<file path="config.mk">
export PLATFORM = sky130hd
export DESIGN_NAME = llc_core
export DESIGN_NICKNAME = d
export VERILOG_FILES = /design/src/llc_pkg.sv /design/src/llc_mem_if.sv /design/src/llc_fifo.sv /design/src/llc_localmem.sv /design/src/llc_lookup_way.sv /design/src/llc_ctrl.sv /design/src/llc_core.sv
export SDC_FILE = /design/constraint.sdc
export NUM_CORES = 2
export LEC_CHECK = 0
export BUFFER_PORTS_ARGS = -buffer_cell sky130_fd_sc_hd__buf_2
export CAP_MARGIN = 20
export CORE_MARGIN = 2
export CORE_UTILIZATION = 55
export CTS_CLUSTER_SIZE = 20
export DETAILED_ROUTE_END_ITERATION = 16
export PLACE_DENSITY = 0.75
export SLEW_MARGIN = 15
export SYNTH_ARGS = -nofsm -noshare
export SYNTH_HDL_FRONTEND = slang
export SYNTH_HIERARCHICAL = 1
export SYNTH_SLANG_ARGS = --single-unit
</file>
<file path="constraint.sdc">
create_clock -name clk -period 25.2 [get_ports clk]
set_input_delay 2.52 -clock clk [delete_from_list [all_inputs] [get_ports clk]]
set_output_delay 2.52 -clock clk [all_outputs]
set_load 0.05 [all_outputs]
</file>
<file path="src/llc_pkg.sv">
// *******************************************************************
// LLC shared types and geometry
// *******************************************************************

`default_nettype none

package llc_pkg;

    // address and line widths, a line is one word
    localparam int llc_addr_w = 16;
    localparam int llc_data_w = 32;

    // default geometry, the top level passes these down
    localparam int llc_ways_default = 4;
    localparam int llc_sets_default = 16;

    typedef logic [llc_data_w-1:0] llc_data_t;
    typedef logic [llc_addr_w-1:0] llc_addr_t;

    // per-line state kept in the state array
    typedef enum logic [1:0] {
        state_invalid = 2'b00,
        state_valid   = 2'b01,
        state_dirty   = 2'b10
    } llc_state_t;

    // request from the requester, 49 bits
    typedef struct packed {
        logic      write;
        llc_addr_t addr;
        llc_data_t data;
    } llc_req_t;

    // read data returned by main memory
    typedef struct packed {
        llc_data_t data;
    } llc_mem_rsp_t;

    // controller states
    typedef enum logic [2:0] {
        fsm_read_set,
        fsm_lookup,
        fsm_process,
        fsm_writeback,
        fsm_fill,
        fsm_respond
    } llc_fsm_t;

endpackage

`default_nettype wire

</file>
<file path="src/llc_mem_if.sv">
// *******************************************************************
// LLC array access bus
// *******************************************************************

`timescale 1ns/1ps
`default_nettype none

interface llc_mem_if
    import llc_pkg::*;
#(
    parameter int num_ways = llc_ways_default,
    parameter int num_sets = llc_sets_default
) ();
    localparam int set_w = $clog2(num_sets);
    localparam int tag_w = llc_addr_w - set_w;
    localparam int way_w = (num_ways > 1) ? $clog2(num_ways) : 1;

    // read request and write port, one set at a time
    logic                 rd_en;
    logic [set_w-1:0]     set;
    logic                 wr_en;
    logic [way_w-1:0]     wr_way;
    logic [tag_w-1:0]     wr_tag;
    llc_state_t           wr_state;
    llc_data_t            wr_data;
    logic                 adv_evict;

    // registered read results, valid the cycle after rd_en
    logic [num_ways-1:0][tag_w-1:0] rd_tags;
    llc_state_t [num_ways-1:0]      rd_states;
    llc_data_t [num_ways-1:0]       rd_data;
    logic [way_w-1:0]               evict_way;

    modport ctrl (
        output rd_en, set, wr_en, wr_way, wr_tag, wr_state, wr_data, adv_evict,
        input  rd_tags, rd_states, rd_data, evict_way
    );

    modport mem (
        input  rd_en, set, wr_en, wr_way, wr_tag, wr_state, wr_data, adv_evict,
        output rd_tags, rd_states, rd_data, evict_way
    );

endinterface

`default_nettype wire

</file>
<file path="src/llc_fifo.sv">
// *******************************************************************
// Small synchronous FIFO
// *******************************************************************

`timescale 1ns/1ps
`default_nettype none

module llc_fifo #(
    parameter int  depth     = 2,
    parameter type payload_t = logic [31:0]
) (
    input  logic     clk,
    input  logic     rst,
    input  logic     push_i,
    input  payload_t data_i,
    output logic     full_o,
    input  logic     pop_i,
    output payload_t data_o,
    output logic     empty_o
);
    localparam int ptr_w = (depth > 1) ? $clog2(depth) : 1;
    localparam int cnt_w = $clog2(depth + 1);

    payload_t         buf_mem [depth];
    logic [ptr_w-1:0] wr_ptr;
    logic [ptr_w-1:0] rd_ptr;
    logic [cnt_w-1:0] count;
    logic             do_push;
    logic             do_pop;

    assign full_o  = (count == cnt_w'(depth));
    assign empty_o = (count == '0);
    // full push is dropped, upstream ready already low
    assign do_push = push_i && !full_o;
    assign do_pop  = pop_i && !empty_o;
    assign data_o  = buf_mem[rd_ptr];

    always_ff @(posedge clk) begin
        if (do_push) begin
            buf_mem[wr_ptr] <= data_i;
        end
    end

    always_ff @(posedge clk or negedge rst) begin
        if (!rst) begin
            wr_ptr <= '0;
            rd_ptr <= '0;
            count  <= '0;
        end else begin
            if (do_push) begin
                wr_ptr <= (wr_ptr == ptr_w'(depth - 1)) ? '0 : wr_ptr + 1'b1;
            end
            if (do_pop) begin
                rd_ptr <= (rd_ptr == ptr_w'(depth - 1)) ? '0 : rd_ptr + 1'b1;
            end
            if (do_push && !do_pop) begin
                count <= count + 1'b1;
            end else if (do_pop && !do_push) begin
                count <= count - 1'b1;
            end
        end
    end

endmodule

`default_nettype wire

</file>
<file path="src/llc_localmem.sv">
// *******************************************************************
// LLC tag, state and data arrays
// *******************************************************************

`timescale 1ns/1ps
`default_nettype none

module llc_localmem
    import llc_pkg::*;
#(
    parameter int num_ways = llc_ways_default,
    parameter int num_sets = llc_sets_default
) (
    input  logic     clk,
    input  logic     rst,
    llc_mem_if.mem   mb
);
    localparam int set_w = $clog2(num_sets);
    localparam int tag_w = llc_addr_w - set_w;
    localparam int way_w = (num_ways > 1) ? $clog2(num_ways) : 1;

    logic [tag_w-1:0] tag_mem   [num_sets][num_ways];
    llc_data_t        data_mem  [num_sets][num_ways];
    llc_state_t       state_mem [num_sets][num_ways];
    // round-robin pointer per set
    logic [way_w-1:0] evict_mem [num_sets];
    logic [way_w-1:0] evict_next;

    assign evict_next = (evict_mem[mb.set] == way_w'(num_ways - 1)) ?
                        '0 : evict_mem[mb.set] + 1'b1;

    // tags and data, plus their read registers
    always_ff @(posedge clk) begin
        if (mb.wr_en) begin
            tag_mem[mb.set][mb.wr_way]  <= mb.wr_tag;
            data_mem[mb.set][mb.wr_way] <= mb.wr_data;
        end
        if (mb.rd_en) begin
            for (int w = 0; w < num_ways; w++) begin
                mb.rd_tags[w] <= tag_mem[mb.set][w];
                mb.rd_data[w] <= data_mem[mb.set][w];
            end
        end
    end

    // line states and evict pointers start cleared
    always_ff @(posedge clk or negedge rst) begin
        if (!rst) begin
            for (int s = 0; s < num_sets; s++) begin
                for (int w = 0; w < num_ways; w++) begin
                    state_mem[s][w] <= state_invalid;
                end
                evict_mem[s] <= '0;
            end
            for (int w = 0; w < num_ways; w++) begin
                mb.rd_states[w] <= state_invalid;
            end
            mb.evict_way <= '0;
        end else begin
            if (mb.wr_en) begin
                state_mem[mb.set][mb.wr_way] <= mb.wr_state;
            end
            if (mb.adv_evict) begin
                evict_mem[mb.set] <= evict_next;
            end
            if (mb.rd_en) begin
                for (int w = 0; w < num_ways; w++) begin
                    mb.rd_states[w] <= state_mem[mb.set][w];
                end
                mb.evict_way <= evict_mem[mb.set];
            end
        end
    end

endmodule

`default_nettype wire

</file>
<file path="src/llc_lookup_way.sv">
// *******************************************************************
// LLC hit and victim selection
// *******************************************************************

`timescale 1ns/1ps
`default_nettype none

module llc_lookup_way
    import llc_pkg::*;
#(
    parameter int num_ways = llc_ways_default,
    parameter int num_sets = llc_sets_default,
    localparam int set_w = $clog2(num_sets),
    localparam int tag_w = llc_addr_w - set_w,
    localparam int way_w = (num_ways > 1) ? $clog2(num_ways) : 1
) (
    input  logic [tag_w-1:0]                tag_i,
    input  logic [num_ways-1:0][tag_w-1:0]  rd_tags_i,
    input  llc_state_t [num_ways-1:0]       rd_states_i,
    input  logic [way_w-1:0]                evict_way_i,
    output logic                            hit_o,
    output logic [way_w-1:0]                hit_way_o,
    output logic [way_w-1:0]                victim_way_o,
    output logic                            victim_dirty_o,
    output logic [tag_w-1:0]                victim_tag_o
);

    // walk down so the lowest invalid way wins
    always_comb begin
        hit_o        = 1'b0;
        hit_way_o    = '0;
        victim_way_o = evict_way_i;
        for (int w = num_ways - 1; w >= 0; w--) begin
            if (rd_states_i[w] != state_invalid && rd_tags_i[w] == tag_i) begin
                hit_o     = 1'b1;
                hit_way_o = way_w'(w);
            end
            if (rd_states_i[w] == state_invalid) begin
                victim_way_o = way_w'(w);
            end
        end
    end

    // needed for the writeback address
    assign victim_dirty_o = (rd_states_i[victim_way_o] == state_dirty);
    assign victim_tag_o   = rd_tags_i[victim_way_o];

endmodule

`default_nettype wire

</file>
<file path="src/llc_ctrl.sv">
// *******************************************************************
// LLC request controller
// *******************************************************************

`timescale 1ns/1ps
`default_nettype none

module llc_ctrl
    import llc_pkg::*;
#(
    parameter int num_ways = llc_ways_default,
    parameter int num_sets = llc_sets_default,
    localparam int set_w = $clog2(num_sets),
    localparam int tag_w = llc_addr_w - set_w,
    localparam int way_w = (num_ways > 1) ? $clog2(num_ways) : 1
) (
    input  logic              clk,
    input  logic              rst,
    input  llc_req_t          req_i,
    input  logic              req_empty_i,
    output logic              req_pop_o,
    input  llc_mem_rsp_t      mem_rsp_i,
    input  logic              mem_rsp_empty_i,
    output logic              mem_rsp_pop_o,
    llc_mem_if.ctrl           mb,
    input  logic              hit_i,
    input  logic [way_w-1:0]  hit_way_i,
    input  logic [way_w-1:0]  victim_way_i,
    input  logic              victim_dirty_i,
    input  logic [tag_w-1:0]  victim_tag_i,
    output logic [tag_w-1:0]  tag_o,
    output logic              rsp_valid_o,
    output llc_data_t         rsp_data_o,
    output logic              rsp_hit_o,
    input  logic              rsp_ready_i,
    output logic              mem_req_valid_o,
    output logic              mem_req_write_o,
    output llc_addr_t         mem_req_addr_o,
    output llc_data_t         mem_req_data_o,
    input  logic              mem_req_ready_i
);
    llc_fsm_t         state_q;
    llc_fsm_t         state_d;
    llc_req_t         req_q;
    logic             hit_q;
    logic             dirty_q;
    // victim taken from the round-robin pointer
    logic             evict_q;
    // fill read already accepted by memory
    logic             sent_q;
    logic [way_w-1:0] way_q;
    logic [tag_w-1:0] vtag_q;
    llc_data_t        rsp_data_q;

    assign tag_o     = req_q.addr[llc_addr_w-1 -: tag_w];
    assign mb.set    = (state_q == fsm_read_set) ? req_i.addr[set_w-1:0] : req_q.addr[set_w-1:0];
    assign mb.wr_way = way_q;
    assign mb.wr_tag = tag_o;
    assign mb.wr_state = req_q.write ? state_dirty : state_valid;
    // read miss installs memory data, everything else the request data
    assign mb.wr_data = (state_q == fsm_fill && !req_q.write) ? mem_rsp_i.data : req_q.data;

    assign rsp_valid_o = (state_q == fsm_respond);
    assign rsp_data_o  = rsp_data_q;
    assign rsp_hit_o   = hit_q;

    always_comb begin
        state_d         = state_q;
        req_pop_o       = 1'b0;
        mem_rsp_pop_o   = 1'b0;
        mb.rd_en        = 1'b0;
        mb.wr_en        = 1'b0;
        mb.adv_evict    = 1'b0;
        mem_req_valid_o = 1'b0;
        mem_req_write_o = 1'b0;
        mem_req_addr_o  = req_q.addr;
        mem_req_data_o  = req_q.data;
        case (state_q)
            fsm_read_set: begin
                if (!req_empty_i) begin
                    mb.rd_en = 1'b1;
                    state_d  = fsm_lookup;
                end
            end
            fsm_lookup: state_d = fsm_process;
            fsm_process: begin
                if (hit_q) begin
                    mb.wr_en  = req_q.write;
                    req_pop_o = 1'b1;
                    state_d   = fsm_respond;
                end else begin
                    state_d = dirty_q ? fsm_writeback : fsm_fill;
                end
            end
            fsm_writeback: begin
                mem_req_valid_o = 1'b1;
                mem_req_write_o = 1'b1;
                mem_req_addr_o  = {vtag_q, req_q.addr[set_w-1:0]};
                mem_req_data_o  = mb.rd_data[way_q];
                if (mem_req_ready_i) begin
                    state_d = fsm_fill;
                end
            end
            fsm_fill: begin
                mem_req_valid_o = !sent_q;
                if (sent_q && !mem_rsp_empty_i) begin
                    mb.wr_en      = 1'b1;
                    mb.adv_evict  = evict_q;
                    mem_rsp_pop_o = 1'b1;
                    req_pop_o     = 1'b1;
                    state_d       = fsm_respond;
                end
            end
            fsm_respond: begin
                if (rsp_ready_i) begin
                    state_d = fsm_read_set;
                end
            end
            default: state_d = fsm_read_set;
        endcase
    end

    always_ff @(posedge clk or negedge rst) begin
        if (!rst) begin
            state_q <= fsm_read_set;
            hit_q   <= 1'b0;
            dirty_q <= 1'b0;
            evict_q <= 1'b0;
            sent_q  <= 1'b0;
        end else begin
            state_q <= state_d;
            if (state_q == fsm_lookup) begin
                hit_q   <= hit_i;
                dirty_q <= !hit_i && victim_dirty_i;
                evict_q <= !hit_i && (mb.rd_states[victim_way_i] != state_invalid);
            end
            if (state_q != fsm_fill) begin
                sent_q <= 1'b0;
            end else if (mem_req_valid_o && mem_req_ready_i) begin
                sent_q <= 1'b1;
            end
        end
    end

    always_ff @(posedge clk) begin
        if (state_q == fsm_read_set && !req_empty_i) begin
            req_q <= req_i;
        end
        if (state_q == fsm_lookup) begin
            way_q  <= hit_i ? hit_way_i : victim_way_i;
            vtag_q <= victim_tag_i;
        end
        if (state_q == fsm_process && hit_q) begin
            rsp_data_q <= req_q.write ? req_q.data : mb.rd_data[way_q];
        end else if (state_q == fsm_fill && mb.wr_en) begin
            rsp_data_q <= mb.wr_data;
        end
    end

endmodule

`default_nettype wire

</file>
<file path="src/llc_core.sv">
// *******************************************************************
// LLC core top level
// *******************************************************************

`timescale 1ns/1ps
`default_nettype none

module llc_core
    import llc_pkg::*;
#(
    parameter int num_ways = llc_ways_default,
    parameter int num_sets = llc_sets_default
) (
    input  logic      clk,
    input  logic      rst,
    input  logic      req_valid_i,
    input  logic      req_write_i,
    input  llc_addr_t req_addr_i,
    input  llc_data_t req_data_i,
    output logic      req_ready_o,
    output logic      rsp_valid_o,
    output llc_data_t rsp_data_o,
    output logic      rsp_hit_o,
    input  logic      rsp_ready_i,
    output logic      mem_req_valid_o,
    output logic      mem_req_write_o,
    output llc_addr_t mem_req_addr_o,
    output llc_data_t mem_req_data_o,
    input  logic      mem_req_ready_i,
    input  logic      mem_rsp_valid_i,
    input  llc_data_t mem_rsp_data_i,
    output logic      mem_rsp_ready_o
);
    localparam int set_w = $clog2(num_sets);
    localparam int tag_w = llc_addr_w - set_w;
    localparam int way_w = (num_ways > 1) ? $clog2(num_ways) : 1;

    llc_req_t         req_in;
    llc_req_t         req_head;
    logic             req_full;
    logic             req_empty;
    logic             req_pop;
    llc_mem_rsp_t     mrsp_in;
    llc_mem_rsp_t     mrsp_head;
    logic             mrsp_full;
    logic             mrsp_empty;
    logic             mrsp_pop;
    logic             hit;
    logic [way_w-1:0] hit_way;
    logic [way_w-1:0] victim_way;
    logic             victim_dirty;
    logic [tag_w-1:0] victim_tag;
    logic [tag_w-1:0] tag;

    assign req_in          = '{write: req_write_i, addr: req_addr_i, data: req_data_i};
    assign mrsp_in         = '{data: mem_rsp_data_i};
    assign req_ready_o     = !req_full;
    assign mem_rsp_ready_o = !mrsp_full;

    llc_mem_if #(.num_ways(num_ways), .num_sets(num_sets)) mem_bus ();

    llc_fifo #(.depth(2), .payload_t(llc_req_t)) req_fifo (
        .clk(clk), .rst(rst), .push_i(req_valid_i), .data_i(req_in), .full_o(req_full),
        .pop_i(req_pop), .data_o(req_head), .empty_o(req_empty)
    );

    llc_fifo #(.depth(2), .payload_t(llc_mem_rsp_t)) mem_rsp_fifo (
        .clk(clk), .rst(rst), .push_i(mem_rsp_valid_i), .data_i(mrsp_in), .full_o(mrsp_full),
        .pop_i(mrsp_pop), .data_o(mrsp_head), .empty_o(mrsp_empty)
    );

    llc_localmem #(.num_ways(num_ways), .num_sets(num_sets)) localmem_u (
        .clk(clk), .rst(rst), .mb(mem_bus.mem)
    );

    llc_lookup_way #(.num_ways(num_ways), .num_sets(num_sets)) lookup_way_u (
        .tag_i(tag), .rd_tags_i(mem_bus.rd_tags), .rd_states_i(mem_bus.rd_states),
        .evict_way_i(mem_bus.evict_way), .hit_o(hit), .hit_way_o(hit_way),
        .victim_way_o(victim_way), .victim_dirty_o(victim_dirty), .victim_tag_o(victim_tag)
    );

    llc_ctrl #(.num_ways(num_ways), .num_sets(num_sets)) ctrl_u (
        .clk(clk), .rst(rst),
        .req_i(req_head), .req_empty_i(req_empty), .req_pop_o(req_pop),
        .mem_rsp_i(mrsp_head), .mem_rsp_empty_i(mrsp_empty), .mem_rsp_pop_o(mrsp_pop),
        .mb(mem_bus.ctrl),
        .hit_i(hit), .hit_way_i(hit_way), .victim_way_i(victim_way),
        .victim_dirty_i(victim_dirty), .victim_tag_i(victim_tag), .tag_o(tag),
        .rsp_valid_o(rsp_valid_o), .rsp_data_o(rsp_data_o), .rsp_hit_o(rsp_hit_o),
        .rsp_ready_i(rsp_ready_i),
        .mem_req_valid_o(mem_req_valid_o), .mem_req_write_o(mem_req_write_o),
        .mem_req_addr_o(mem_req_addr_o), .mem_req_data_o(mem_req_data_o),
        .mem_req_ready_i(mem_req_ready_i)
    );

endmodule

`default_nettype wire

</file>
==> results.yml <==
status:
  status: "completed"
finish:
  layoutNonFillerInstCount: 9394
  final_common_cell: "edfxtp_1"
  fillCellCount: 15247
  layout_common_cells: "edfxtp_1, mux4_2, clkbuf_16"
  synthToLayoutAreaGrowth_pct: 12.1
  drive_gt1_share_pct: 35.0
  final_nets: 6053
sta:
  relSlewSlack_pct: 19.2
  timing.hold.ws_ps: 502
  rsz0062_at_grt: "false"
  hold_violations: 0
  tightest_slew_ps: 1210
  finalClockSkew_ps: 52.2
  finalCritPeriodShare_pct: 27.8
  fin_setup_tns_ps: 0
  max_freq_mhz: 143
  setup_viol: 0
  drv_slew: 0
  fin_crit_ps: 7010
synth:
  synth.avg_cell_area_um2: 23.6
  synth_cell_types: 56
  yosys_warnings: 6
  synth_ff_type: "edfxtp_1"
  synthDominantCellAreaShare_pct: 73.7
  ys_top_cells_by_area: "edfxtp_1, mux4_2, dfrtp_1"
  yosysTopAreaCell: "edfxtp_1"
  async_flop_share_pct: 5.39
  syn_area_um2: 132000
  synth_cells: 5606
  ys_ff_latch: 3434
  synth_edf_count: 3249
  ys_seq_area_share_pct: 77.2
  syn-num-nets: 5695
setup_path:
  ff2ff_path_depth: 9
  path_max_fanout: 76
  worstPathCellList: "buf_4 -> mux2_4 -> mux2_8 -> buf_4 -> buf_4 -> buf_4 -> buf_4 -> mux4_2 -> mux4_2"
  cp_common_cell: "buf_4"
  path_class: "reg -> reg"
  crit_required_ps: 25890
  arrival_ps: 7700
  startpoint: "req_fifo/rd_ptr"
  r2r-start: "req_fifo/rd_ptr"
  slowest_delay_ps: 990
  endpoint_kind: "register"
  worstSetupStartpointType: "register"
  crit_slowest_cell: "buf_4"
grt:
  overflow: 0
  grtUsageTotal_pct: 27.7
  grt_pass1_vias: 63801
  antenna_found_initial: 24
  grt_max_degree: 149
  grt_pass1_wl_um: 478000
clock_tree:
  cts_setup_buffers: 0
  cts_buffers: 331
  cts.clk_slew.worst_paths_ps: 60
  cts_max_level: 5
  root_buffer: "clkbuf_16"
  tritoncts: "yes"
  cts_sinks: 3434
  insertion_delay_ps: 980
  hold_buffers: 0
  clockBufferDepth: 4
  ctsResizeCount: 0
placement:
  port_buffers: 172
  hpwl_um: 167000
  dp.cells: 8810
  place.gp.congestion: 0.843
routing:
  num_vias: 63354
  ant_nets: 0
  totalWireLength_um: 338000
  drtPass1Iterations: 8
  via_per_inst: 6.74
  drc: 0
  post_drt_wl_per_cell_um: 36.0
  first_iter_violations: 10316
floorplan:
  die_y_um: 494
  rows: 180
  die_w_um: 494
  dieArea_um2: 244000
  core_region_area_um2: 240000
  io_pins: 173
  initial_utilization_pct: 55.2
min_path:
  hold_path_class: "reg -> reg"
  hold_path.startpoint: "localmem_u/evict_mem[4]"
  worstHoldPathCells: 1
power_and_ir_drop:
  p_leak_nw: 47.9
  power_density_nw_per_um2: 131
  power.total_mw: 19.5
  peakVddDrop_uv: 153
run:
  drv_cap: 0
==> synthesized netlist by cell type (3+ instances only) <==
cell and instances:
a21oi_1 39, a221o_1 3, a22oi_1 8, a31oi_1 28
a32oi_1 3, and3_1 15, buf_1 64, buf_12 9
buf_2 106, buf_4 37, buf_6 13, clkbuf_1 96
dfrtp_1 185, edfxtp_1 3249, inv_1 45, mux2_2 217
mux2_4 78, mux2i_1 8, mux4_2 952, nand2_1 137
nand2b_1 8, nand3_1 7, nand3b_1 3, nand4_1 10
nor2_1 92, nor2b_1 5, nor3_1 12, nor3b_1 3
nor4_1 11, o21ai_0 37, o21ai_1 3, o221a_2 9
o32ai_1 20, or3_1 10, xnor2_1 36, xor2_1 24
==> layer usage <==
metal / part of all wire, % / up-vias / global-route usage, %
met1: 35 / 33673 / 38.6
met5: 0.038 / - / 0
met4: 2.9 / 18 / 8.04
li1: - / 24377 / -
met2: 48 / 4636 / 43.7
met3: 13 / 650 / 7.04
==> worst paths after layout <==
| path | slack, ps | endpoint |
|---|---|---|
| min in group asynchronous | 1730 | localmem_u/state_mem[14] |
| min | 500 | localmem_u/evict_mem[4] |
| max reg2reg | 18190 | localmem_u/mb.rd_data[94] |
| min reg2reg | 500 | localmem_u/evict_mem[4] |
| max in group asynchronous | 21900 | localmem_u/state_mem[58] |
| max | 18190 | localmem_u/mb.rd_data[94] |
==> power breakdown <==
part | switching [mW] | internal, mW
Combinational | 3.83 | 2.76
Sequential | 0.321 | 7.65
Clock | 2.06 | 2.86
Total | 6.21 | 13.3
==> cell families after synthesis <==
family                   Yosys count  share of synthesized area [%]
AO/OA/AOI/OAI                    154                          0.751
adder cells (fa/ha/maj)            2                         0.0189
buffers and inverters            373                           1.45
XOR/XNOR                          60                          0.397
multiplexers                    1255                           19.0
AND/OR/NAND/NOR                  328                           1.14
flip-flops                      3434                           77.2
==> final cells by class <==
class | count | area, um^2 | area share (%)
Inverter | 46 | 173 | 0.116
Clock inverter | 155 | 1680 | 1.13
Clock buffer | 413 | 8840 | 5.96
Tap cell | 3185 | 3990 | 2.69
Timing Repair Buffer | 352 | 2400 | 1.62
Multi-Input combinational cell | 1799 | 29100 | 19.6
Antenna cell | 10 | 25.0 | 0.0169
Sequential cell | 3434 | 102000 | 68.9
==> critical path: cells and delay by family (launching register included) <==
kind	cells	cell delay (ps)
buffers and inverters	5	4390
flip-flops	1	410
multiplexers	4	1780
==> flip-flops by register name, indices dropped and copies added, names as in the netlist, 2 cells and up <==
| signal | cells |
|---|---|
| localmem_u/tag_mem | 768 |
| localmem_u/mb.evict_way | 2 |
| localmem_u/mb.rd_data | 128 |
| localmem_u/data_mem | 2048 |
| localmem_u/mb.rd_tags | 48 |
| localmem_u/evict_mem | 32 |
| mem_rsp_fifo/count | 2 |
| req_fifo/count | 2 |
| ctrl_u/rsp_data_o | 32 |
| req_fifo/buf_mem | 98 |
| ctrl_u/vtag_q | 12 |
| mem_rsp_fifo/buf_mem | 64 |
| ctrl_u/mb.wr_way | 2 |
| ctrl_u/mb.wr_tag | 12 |
| ctrl_u/state_q | 3 |
| ctrl_u/req_q | 37 |
| localmem_u/state_mem | 128 |
| localmem_u/mb.rd_states | 8 |
==> per-stage QoR <==
step                cell area [um^2]  util, %  setup WS, ps
floorplan                     132000        -          1350
global placement              138000     57.4         17630
detailed placement            138000     57.4         17560
CTS                           148000     61.8         17550
global route                  148000     61.8         17740
finish                        148000     61.9         18190
Note: power is estimated with default switching activity, not from simulation.
